$ cat config.mk
export PLATFORM = sky130hd
export DESIGN_NAME = sync_master_info
export DESIGN_NICKNAME = d
export VERILOG_FILES = /design/src/common/sync_pkg.sv /design/src/info_tx_phy/info_tx_phy.sv /design/src/hw/utc_second_tracker.sv /design/src/hw/info_frame_ctrl.sv /design/src/hw/sync_master_info.sv
export VERILOG_INCLUDE_DIRS = /design/src /design/src/common
export SDC_FILE = /design/constraint.sdc
export NUM_CORES = 1
export LEC_CHECK = 0
export BUFFER_PORTS_ARGS = -buffer_cell sky130_fd_sc_hd__clkbuf_2
export CORE_ASPECT_RATIO = 0.9
export CORE_MARGIN = 2
export CORE_UTILIZATION = 45
export DETAILED_ROUTE_END_ITERATION = 12
export SYNTH_ARGS = -nofsm -noshare
export SYNTH_HDL_FRONTEND = slang
export SYNTH_SLANG_ARGS = --single-unit
$ cat constraint.sdc
create_clock -name clk_sys -period 2.5 [get_ports clk_sys]
set_input_delay 0.25 -clock clk_sys [delete_from_list [all_inputs] [get_ports clk_sys]]
set_output_delay 0.25 -clock clk_sys [all_outputs]
set_load 0.01 [all_outputs]
$ cat src/common/sync_macros.svh
// defines for serial bit period, bytes per info frame and bits per character

`ifndef SYNC_MACROS_SVH
`define SYNC_MACROS_SVH

`default_nettype none

// default clock cycles per serial bit
`define SYNC_TBIT_PERIOD 10

// one info frame carries the 32 bit second
`define SYNC_FRAME_BYTES 4

// start bit, eight data bits, stop bit
`define SYNC_CHAR_BITS 10

`default_nettype wire

`endif

$ cat src/common/sync_pkg.sv
// package sync_pkg with vector types for the sync link and the frame state enum

`default_nettype none

package sync_pkg;

	// UTC second count from GPS and as announced on the link
	typedef logic [31:0] utc_sec_t;

	// one byte for the serial transmitter
	typedef logic [7:0] tx_byte_t;

	// clock cycles per serial bit
	typedef logic [19:0] bit_period_t;

	// info frame controller states
	typedef enum logic [3:0] {
		st_idle    = 4'h0,
		st_fire_b3 = 4'h1,
		st_wait_b3 = 4'h2,
		st_fire_b2 = 4'h3,
		st_wait_b2 = 4'h4,
		st_fire_b1 = 4'h5,
		st_wait_b1 = 4'h6,
		st_fire_b0 = 4'h7,
		st_wait_b0 = 4'h8,
		st_done    = 4'hf
	} frame_state_t;

endpackage

`default_nettype wire

$ cat src/info_tx_phy/info_tx_phy.sv
// module info_tx_phy: async serial byte transmitter with programmable bit period

`include "sync_macros.svh"

`timescale 1ns/100ps
`default_nettype none

module info_tx_phy (
	input  wire                   clk_sys,
	input  wire                   rst_n,
	input  wire                   fire_tx,
	input  sync_pkg::tx_byte_t    data_tx,
	input  sync_pkg::bit_period_t tbit_period,
	output logic                  tx,
	output logic                  done_tx
);

	import sync_pkg::*;

	localparam int CHAR_BITS = `SYNC_CHAR_BITS;
	localparam int IDX_W     = $clog2(CHAR_BITS);

	logic                 active;
	bit_period_t          cyc_cnt;
	logic [IDX_W-1:0]     bit_idx;
	// remaining data bits with the stop bit on top
	logic [CHAR_BITS-2:0] shreg;
	logic                 bit_end;
	logic                 last_bit;

	assign bit_end  = (cyc_cnt == tbit_period - bit_period_t'(1));
	assign last_bit = (bit_idx == IDX_W'(CHAR_BITS - 1));

	// final cycle of the stop bit
	assign done_tx = active && bit_end && last_bit;

	// --------------------
	// bit timing
	always_ff @(posedge clk_sys or negedge rst_n) begin
		if (!rst_n) begin
			active  <= 1'b0;
			cyc_cnt <= '0;
			bit_idx <= '0;
		end else if (!active) begin
			if (fire_tx) begin
				active  <= 1'b1;
				cyc_cnt <= '0;
				bit_idx <= '0;
			end
		end else if (bit_end) begin
			cyc_cnt <= '0;
			if (last_bit) begin
				active <= 1'b0;
			end else begin
				bit_idx <= bit_idx + IDX_W'(1);
			end
		end else begin
			cyc_cnt <= cyc_cnt + bit_period_t'(1);
		end
	end

	// --------------------
	// line driver
	always_ff @(posedge clk_sys or negedge rst_n) begin
		if (!rst_n) begin
			tx <= 1'b1;
		end else if (!active) begin
			// start bit right after the strobe
			tx <= fire_tx ? 1'b0 : 1'b1;
		end else if (bit_end) begin
			tx <= last_bit ? 1'b1 : shreg[0];
		end
	end

	// data lsb first, then stop
	always_ff @(posedge clk_sys) begin
		if (!active && fire_tx) begin
			shreg <= {1'b1, data_tx};
		end else if (active && bit_end) begin
			shreg <= {1'b1, shreg[CHAR_BITS-2:1]};
		end
	end

endmodule

`default_nettype wire

$ cat src/hw/utc_second_tracker.sv
// module utc_second_tracker: GPS second latch, continuity check and announced second

`timescale 1ns/100ps
`default_nettype none

module utc_second_tracker (
	input  wire                clk_sys,
	input  wire                rst_n,
	input  wire                fire_sync,
	input  wire                fire_info,
	input  sync_pkg::utc_sec_t utc_sec_gps,
	output sync_pkg::utc_sec_t utc_sec,
	output logic               err
);

	import sync_pkg::*;

	// last GPS count seen on one strobe kind
	typedef struct packed {
		logic     seen;
		utc_sec_t sec;
	} gps_mark_t;

	gps_mark_t mark_sync;
	gps_mark_t mark_info;
	logic      err_sync;
	logic      err_info;

	// count must step by exactly one since the last strobe of this kind
	function automatic logic step_bad(input gps_mark_t mark, input utc_sec_t gps);
		step_bad = mark.seen && (gps != mark.sec + utc_sec_t'(1));
	endfunction

	assign err_sync = fire_sync && step_bad(mark_sync, utc_sec_gps);
	assign err_info = fire_info && step_bad(mark_info, utc_sec_gps);

	// --------------------
	// last seen counts
	always_ff @(posedge clk_sys or negedge rst_n) begin
		if (!rst_n) begin
			mark_sync <= '0;
			mark_info <= '0;
		end else begin
			if (fire_sync) begin
				mark_sync <= '{seen: 1'b1, sec: utc_sec_gps};
			end
			if (fire_info) begin
				mark_info <= '{seen: 1'b1, sec: utc_sec_gps};
			end
		end
	end

	// --------------------
	// error pulse and announced second
	always_ff @(posedge clk_sys or negedge rst_n) begin
		if (!rst_n) begin
			err     <= 1'b0;
			utc_sec <= '0;
		end else begin
			err <= err_sync | err_info;
			// link announces the second that starts at the next strobe
			if (fire_sync) begin
				utc_sec <= utc_sec_gps + utc_sec_t'(1);
			end
		end
	end

endmodule

`default_nettype wire

$ cat src/hw/info_frame_ctrl.sv
// module info_frame_ctrl: FSM that snapshots the second and sends it as four bytes

`include "sync_macros.svh"

`timescale 1ns/100ps
`default_nettype none

module info_frame_ctrl (
	input  wire                clk_sys,
	input  wire                rst_n,
	input  wire                fire_info,
	input  sync_pkg::utc_sec_t utc_sec,
	input  wire                done_tx,
	output logic               fire_tx,
	output sync_pkg::tx_byte_t data_tx,
	output logic               busy
);

	import sync_pkg::*;

	localparam int FRAME_BYTES = `SYNC_FRAME_BYTES;
	localparam int SEL_W       = $clog2(FRAME_BYTES);

	frame_state_t     state;
	utc_sec_t         snap;
	logic             fire_state;
	logic [SEL_W-1:0] byte_sel;

	// byte of the snapshot for each fire state, msb first
	always_comb begin
		fire_state = 1'b1;
		byte_sel   = '0;
		case (state)
			st_fire_b3: byte_sel = SEL_W'(3);
			st_fire_b2: byte_sel = SEL_W'(2);
			st_fire_b1: byte_sel = SEL_W'(1);
			st_fire_b0: byte_sel = SEL_W'(0);
			default:    fire_state = 1'b0;
		endcase
	end

	// --------------------
	// frame state machine
	always_ff @(posedge clk_sys or negedge rst_n) begin
		if (!rst_n) begin
			state <= st_idle;
		end else begin
			case (state)
				st_idle:    state <= fire_info ? st_fire_b3 : st_idle;
				st_fire_b3: state <= st_wait_b3;
				st_wait_b3: state <= done_tx ? st_fire_b2 : st_wait_b3;
				st_fire_b2: state <= st_wait_b2;
				st_wait_b2: state <= done_tx ? st_fire_b1 : st_wait_b2;
				st_fire_b1: state <= st_wait_b1;
				st_wait_b1: state <= done_tx ? st_fire_b0 : st_wait_b1;
				st_fire_b0: state <= st_wait_b0;
				st_wait_b0: state <= done_tx ? st_done : st_wait_b0;
				st_done:    state <= st_idle;
				default:    state <= st_idle;
			endcase
		end
	end

	// frame content is frozen here, later sync strobes go to the next frame
	always_ff @(posedge clk_sys) begin
		if (state == st_idle && fire_info) begin
			snap <= utc_sec;
		end
	end

	// --------------------
	// byte strobe to the transmitter
	always_ff @(posedge clk_sys or negedge rst_n) begin
		if (!rst_n) begin
			fire_tx <= 1'b0;
			data_tx <= '0;
		end else begin
			fire_tx <= fire_state;
			if (fire_state) begin
				data_tx <= snap[8*byte_sel +: 8];
			end else if (state == st_done) begin
				data_tx <= '0;
			end
		end
	end

	assign busy = (state != st_idle);

endmodule

`default_nettype wire

$ cat src/hw/sync_master_info.sv
// module sync_master_info: top level of the sync master info link

`include "sync_macros.svh"

`timescale 1ns/100ps
`default_nettype none

module sync_master_info #(
	parameter sync_pkg::bit_period_t TBIT_PERIOD = `SYNC_TBIT_PERIOD
) (
	input  wire                clk_sys,
	input  wire                rst_n,
	input  wire                fire_sync,
	input  wire                fire_info,
	input  sync_pkg::utc_sec_t utc_sec_gps,
	output wire                tx_info,
	output wire                err,
	output wire                busy
);

	import sync_pkg::*;

	utc_sec_t utc_sec;
	logic     fire_tx;
	tx_byte_t data_tx;
	logic     done_tx;

	// --------------------
	// second tracking
	utc_second_tracker u_tracker (
		.clk_sys     (clk_sys),
		.rst_n       (rst_n),
		.fire_sync   (fire_sync),
		.fire_info   (fire_info),
		.utc_sec_gps (utc_sec_gps),
		.utc_sec     (utc_sec),
		.err         (err)
	);

	// frame sequencing
	info_frame_ctrl u_ctrl (
		.clk_sys   (clk_sys),
		.rst_n     (rst_n),
		.fire_info (fire_info),
		.utc_sec   (utc_sec),
		.done_tx   (done_tx),
		.fire_tx   (fire_tx),
		.data_tx   (data_tx),
		.busy      (busy)
	);

	// serial line
	info_tx_phy u_phy (
		.clk_sys     (clk_sys),
		.rst_n       (rst_n),
		.fire_tx     (fire_tx),
		.data_tx     (data_tx),
		.tbit_period (TBIT_PERIOD),
		.tx          (tx_info),
		.done_tx     (done_tx)
	);

endmodule

`default_nettype wire

==> flow_metrics.py <==
metrics = {
    "outcome": {
        "outcome": "finished, violations left",
        "violations": "setup timing",
    },
    "flow_run": {
        "cap_violations": 0,
    },
    "yosys": {
        "synth_top_area_cell": "dfrtp_1",
        "synth_edf_count": 40,
        "avgSynthCellArea_um2": 10.3,
        "synthesis.nets": 1004,
        "synthesis.area_um2": 9920,
        "ys_types": 72,
        "synth_top_area_share_pct": 34.6,
        "ys_async_sr_fraction_pct": 77.5,
        "synthCells": 961,
        "synth_warnings": 0,
        "ys.flop_type": "dfrtp_1",
        "synth_area_leaders": "dfrtp_1 (35%), edfxtp_1 (12%), mux2_2 (7.8%)",
        "ys_seq_area_share_pct": 46.9,
        "ys_ff_latch": 178,
    },
    "drt": {
        "via_per_inst": 5.49,
        "wl_per_cell_um": 17.2,
        "drtIter0Drc": 445,
        "vias": 7513,
        "routed_wl_mm": 23.5,
        "drtPass1Iterations": 5,
        "ant_nets": 0,
        "drc_errors": 0,
    },
    "power_and_ir_drop": {
        "p_clk_share_pct": 33.1,
        "power_density_nw_per_um2": 673,
        "power.total_mw": 7.88,
        "leakage_nw": 4.63,
        "internal_power_mw": 5.44,
        "p_sw_mw": 2.44,
        "peakVddDrop_v": 0.000447,
        "comb_power_share_pct": 21.4,
        "share_seq_of_total_power_pct": 45.5,
        "sw_frac_of_total_pct": 30.9,
    },
    "critical_path": {
        "crit_top_cell": "buf_4",
        "max_stage_delay_ns": 0.47,
        "cp.arrival_ns": 2.85,
        "worstSetupPathType": "reg -> reg",
        "crit_chain": "ha_2, nand4_1, or4_4, buf_4, nor2_2, xor2_1, nor3_1, a41oi_1, a2111oi_2, buf_4, o22ai_1",
        "slowest_stage": "or4_4",
        "worst-endpoint-required_ns": 2.82,
        "crit_family": "simple AND/OR/NAND/NOR gates",
        "end_kind": "register",
        "ff2ff_setup_slack_ns": -0.02,
        "critPathLaunchType": "register",
        "critPathBufInv": 2,
        "cp_max_fo": 3,
    },
    "final_layout": {
        "drive_gt1_share_pct": 26.8,
        "final_net_count": 1107,
        "num_antenna_cells": 0,
        "final_cell_mix": "dfrtp_1 (135), buf_4 (102), nor2_1 (81), nand2_1 (71), mux2_2 (69)",
        "fillers": 1920,
        "layout.cells.most_common": "dfrtp_1",
        "area_growth_pct": 18.1,
        "final_area_um2": 11700,
        "finalNonFillerCells": 1368,
    },
    "die": {
        "die_w_um": 160,
        "die_h_um": 145,
        "initial_core_util_pct": 45.8,
        "coreArea_um2": 21600,
        "die_area_um2": 23200,
        "io_pins": 39,
        "fp-row-count": 51,
    },
    "timing": {
        "worst_pin_slew_ns": 0.866,
        "post-route-min-period_ns": 2.52,
        "setup_slack_ns": -0.0235,
        "setup_tns_ns": -0.0235,
        "setup_viol": 1,
        "drv_slew": 0,
        "rsz0062_at_grt": "yes",
        "finalCritPeriodShare_pct": 101,
        "hold_violations": 0,
        "fmax_mhz": 396,
        "finClkSkew_ns": 0.0101,
        "slew-limit-headroom_pct": 42.2,
    },
    "clock_network": {
        "root_buffer": "clkbuf_16",
        "clk_pin_slew_worst_paths_ns": 0.08,
        "clock_sinks": 178,
        "worstSkewPairLatency_ns": 0.44,
        "cts_buffers": 17,
        "cts.path.max_buffers": 2,
        "tritoncts": "built",
        "htree_levels": 4,
    },
    "global_routing": {
        "track_usage_pct": 21.3,
        "antenna_found_initial": 0,
        "grt_pass1_wl_mm": 38.7,
        "grt.overflow.total": 0,
        "grt_pass1_vias": 7324,
        "grt_max_degree": 76,
    },
    "placement": {
        "numPlacedInstances": 1327,
        "dp_hpwl_mm": 17.1,
        "routabilityCongestion": 0.915,
        "portBuffers": 38,
        "post_dp_cell_area_um2": 11000,
    },
    "min_path": {
        "hold_path_class": "in -> reg",
    },
}
## power by group through the flow
stage,clock network [mW],logic [mW],registers (mW)
6_report,2.61,1.69,3.58
3_5_place_dp,0,1.64,3.64
4_1_cts,2.68,1.68,3.58
5_1_grt,2.79,1.87,3.64
3_3_place_gp,0,1.61,3.63
2_1_floorplan,0,1.13,3.59
## cell usage after synthesis (4+ instances only)
master    instances
a21o_1            4
a21oi_1          38
a22o_1            8
a31oi_1           6
and2_1           10
and3_1           17
and4_1            6
clkbuf_1         49
clkbuf_8          4
dfrtp_1         137
edfxtp_1         40
ha_1              7
inv_1            20
mux2_2           69
mux2i_1           6
mux4_2            8
nand2_1          72
nand2b_1         13
nand3_1          40
nand4_1          30
nand4b_1          8
nor2_1           83
nor2b_1           4
nor3_1           18
nor3b_1           4
nor4_1           16
o21ai_0          45
o22ai_1           6
o31ai_1           9
or2_2             4
xnor2_1          64
xor2_1           56
## layout make-up
| cell class | instances | area [um^2] | share of cell area (%) |
|---|---|---|---|
| clock inverter | 14 | 130 | 1.11 |
| timing repair buffer | 143 | 1020 | 8.69 |
| inverter | 20 | 75.1 | 0.641 |
| clock buffer | 18 | 429 | 3.66 |
| tap | 291 | 364 | 3.11 |
| multi-input combinational | 704 | 5040 | 43.0 |
| sequential | 178 | 4660 | 39.8 |
## per-stage QoR
stage	util [%]	hold WS, ns	worst slack (ns)
global route	54.2	0.183	-0.171
detailed placement	50.6	0.297	-0.245
CTS	53.8	0.142	0.00618
finish	54.2	0.175	-0.0235
floorplan	-	-0.0456	0.0112
global placement	50.6	0.295	-0.186
## flip-flops by register name, summed over array words and instances (netlist names), 4 cells and up
name,count
u_tracker.mark_sync,33
u_ctrl.state,4
u_ctrl.snap,32
u_phy.bit_idx,4
u_tracker.utc_sec,32
u_tracker.mark_info,33
u_phy.cyc_cnt,20
u_phy.shreg,8
u_ctrl.data_tx,8
## worst paths after layout
check                                            start                      end  cells after the start
worst max-delay path            u_tracker.mark_sync[1]            u_tracker.err                     11
min in group asynchronous                        rst_n     u_tracker.utc_sec[0]                      2
worst min-delay path                   utc_sec_gps[31]  u_tracker.mark_sync[31]                      2
worst min register to register    u_tracker.utc_sec[9]           u_ctrl.snap[9]                      0
max in group asynchronous                        rst_n    u_tracker.utc_sec[23]                      3
worst max register to register  u_tracker.mark_sync[1]            u_tracker.err                     11
## metal layers
metal  up-vias  global-route usage (%)  part of all wire (%)
li1       3685                       -                     -
met1      3666                    29.2                    48
met2       139                    35.5                    48
met3        23                    3.48                   3.6
met4         0                    5.45                   1.0
met5         -                       0                     0
## cells by family (layout without fill, tap and decap cells)
logic type      after synthesis  in the layout  share of synthesized area, %
compound gates              148            148                          9.49
xor+xnor                    120            120                          10.6
fa+ha+maj                     7              7                         0.883
buf+inv                      79            195                          3.63
flops                       178            178                          46.9
mux                          83             83                          10.3
simple gates                346            346                          18.2
## timing repair
item	CTS	global route
resized for setup	16	10
pin swaps	14	3
hold buffers	1	0
buffers inserted	6	2
endpoints found under the setup margin	1	4
endpoints found under the hold margin	59	0
(Power assumes the default switching activity.)
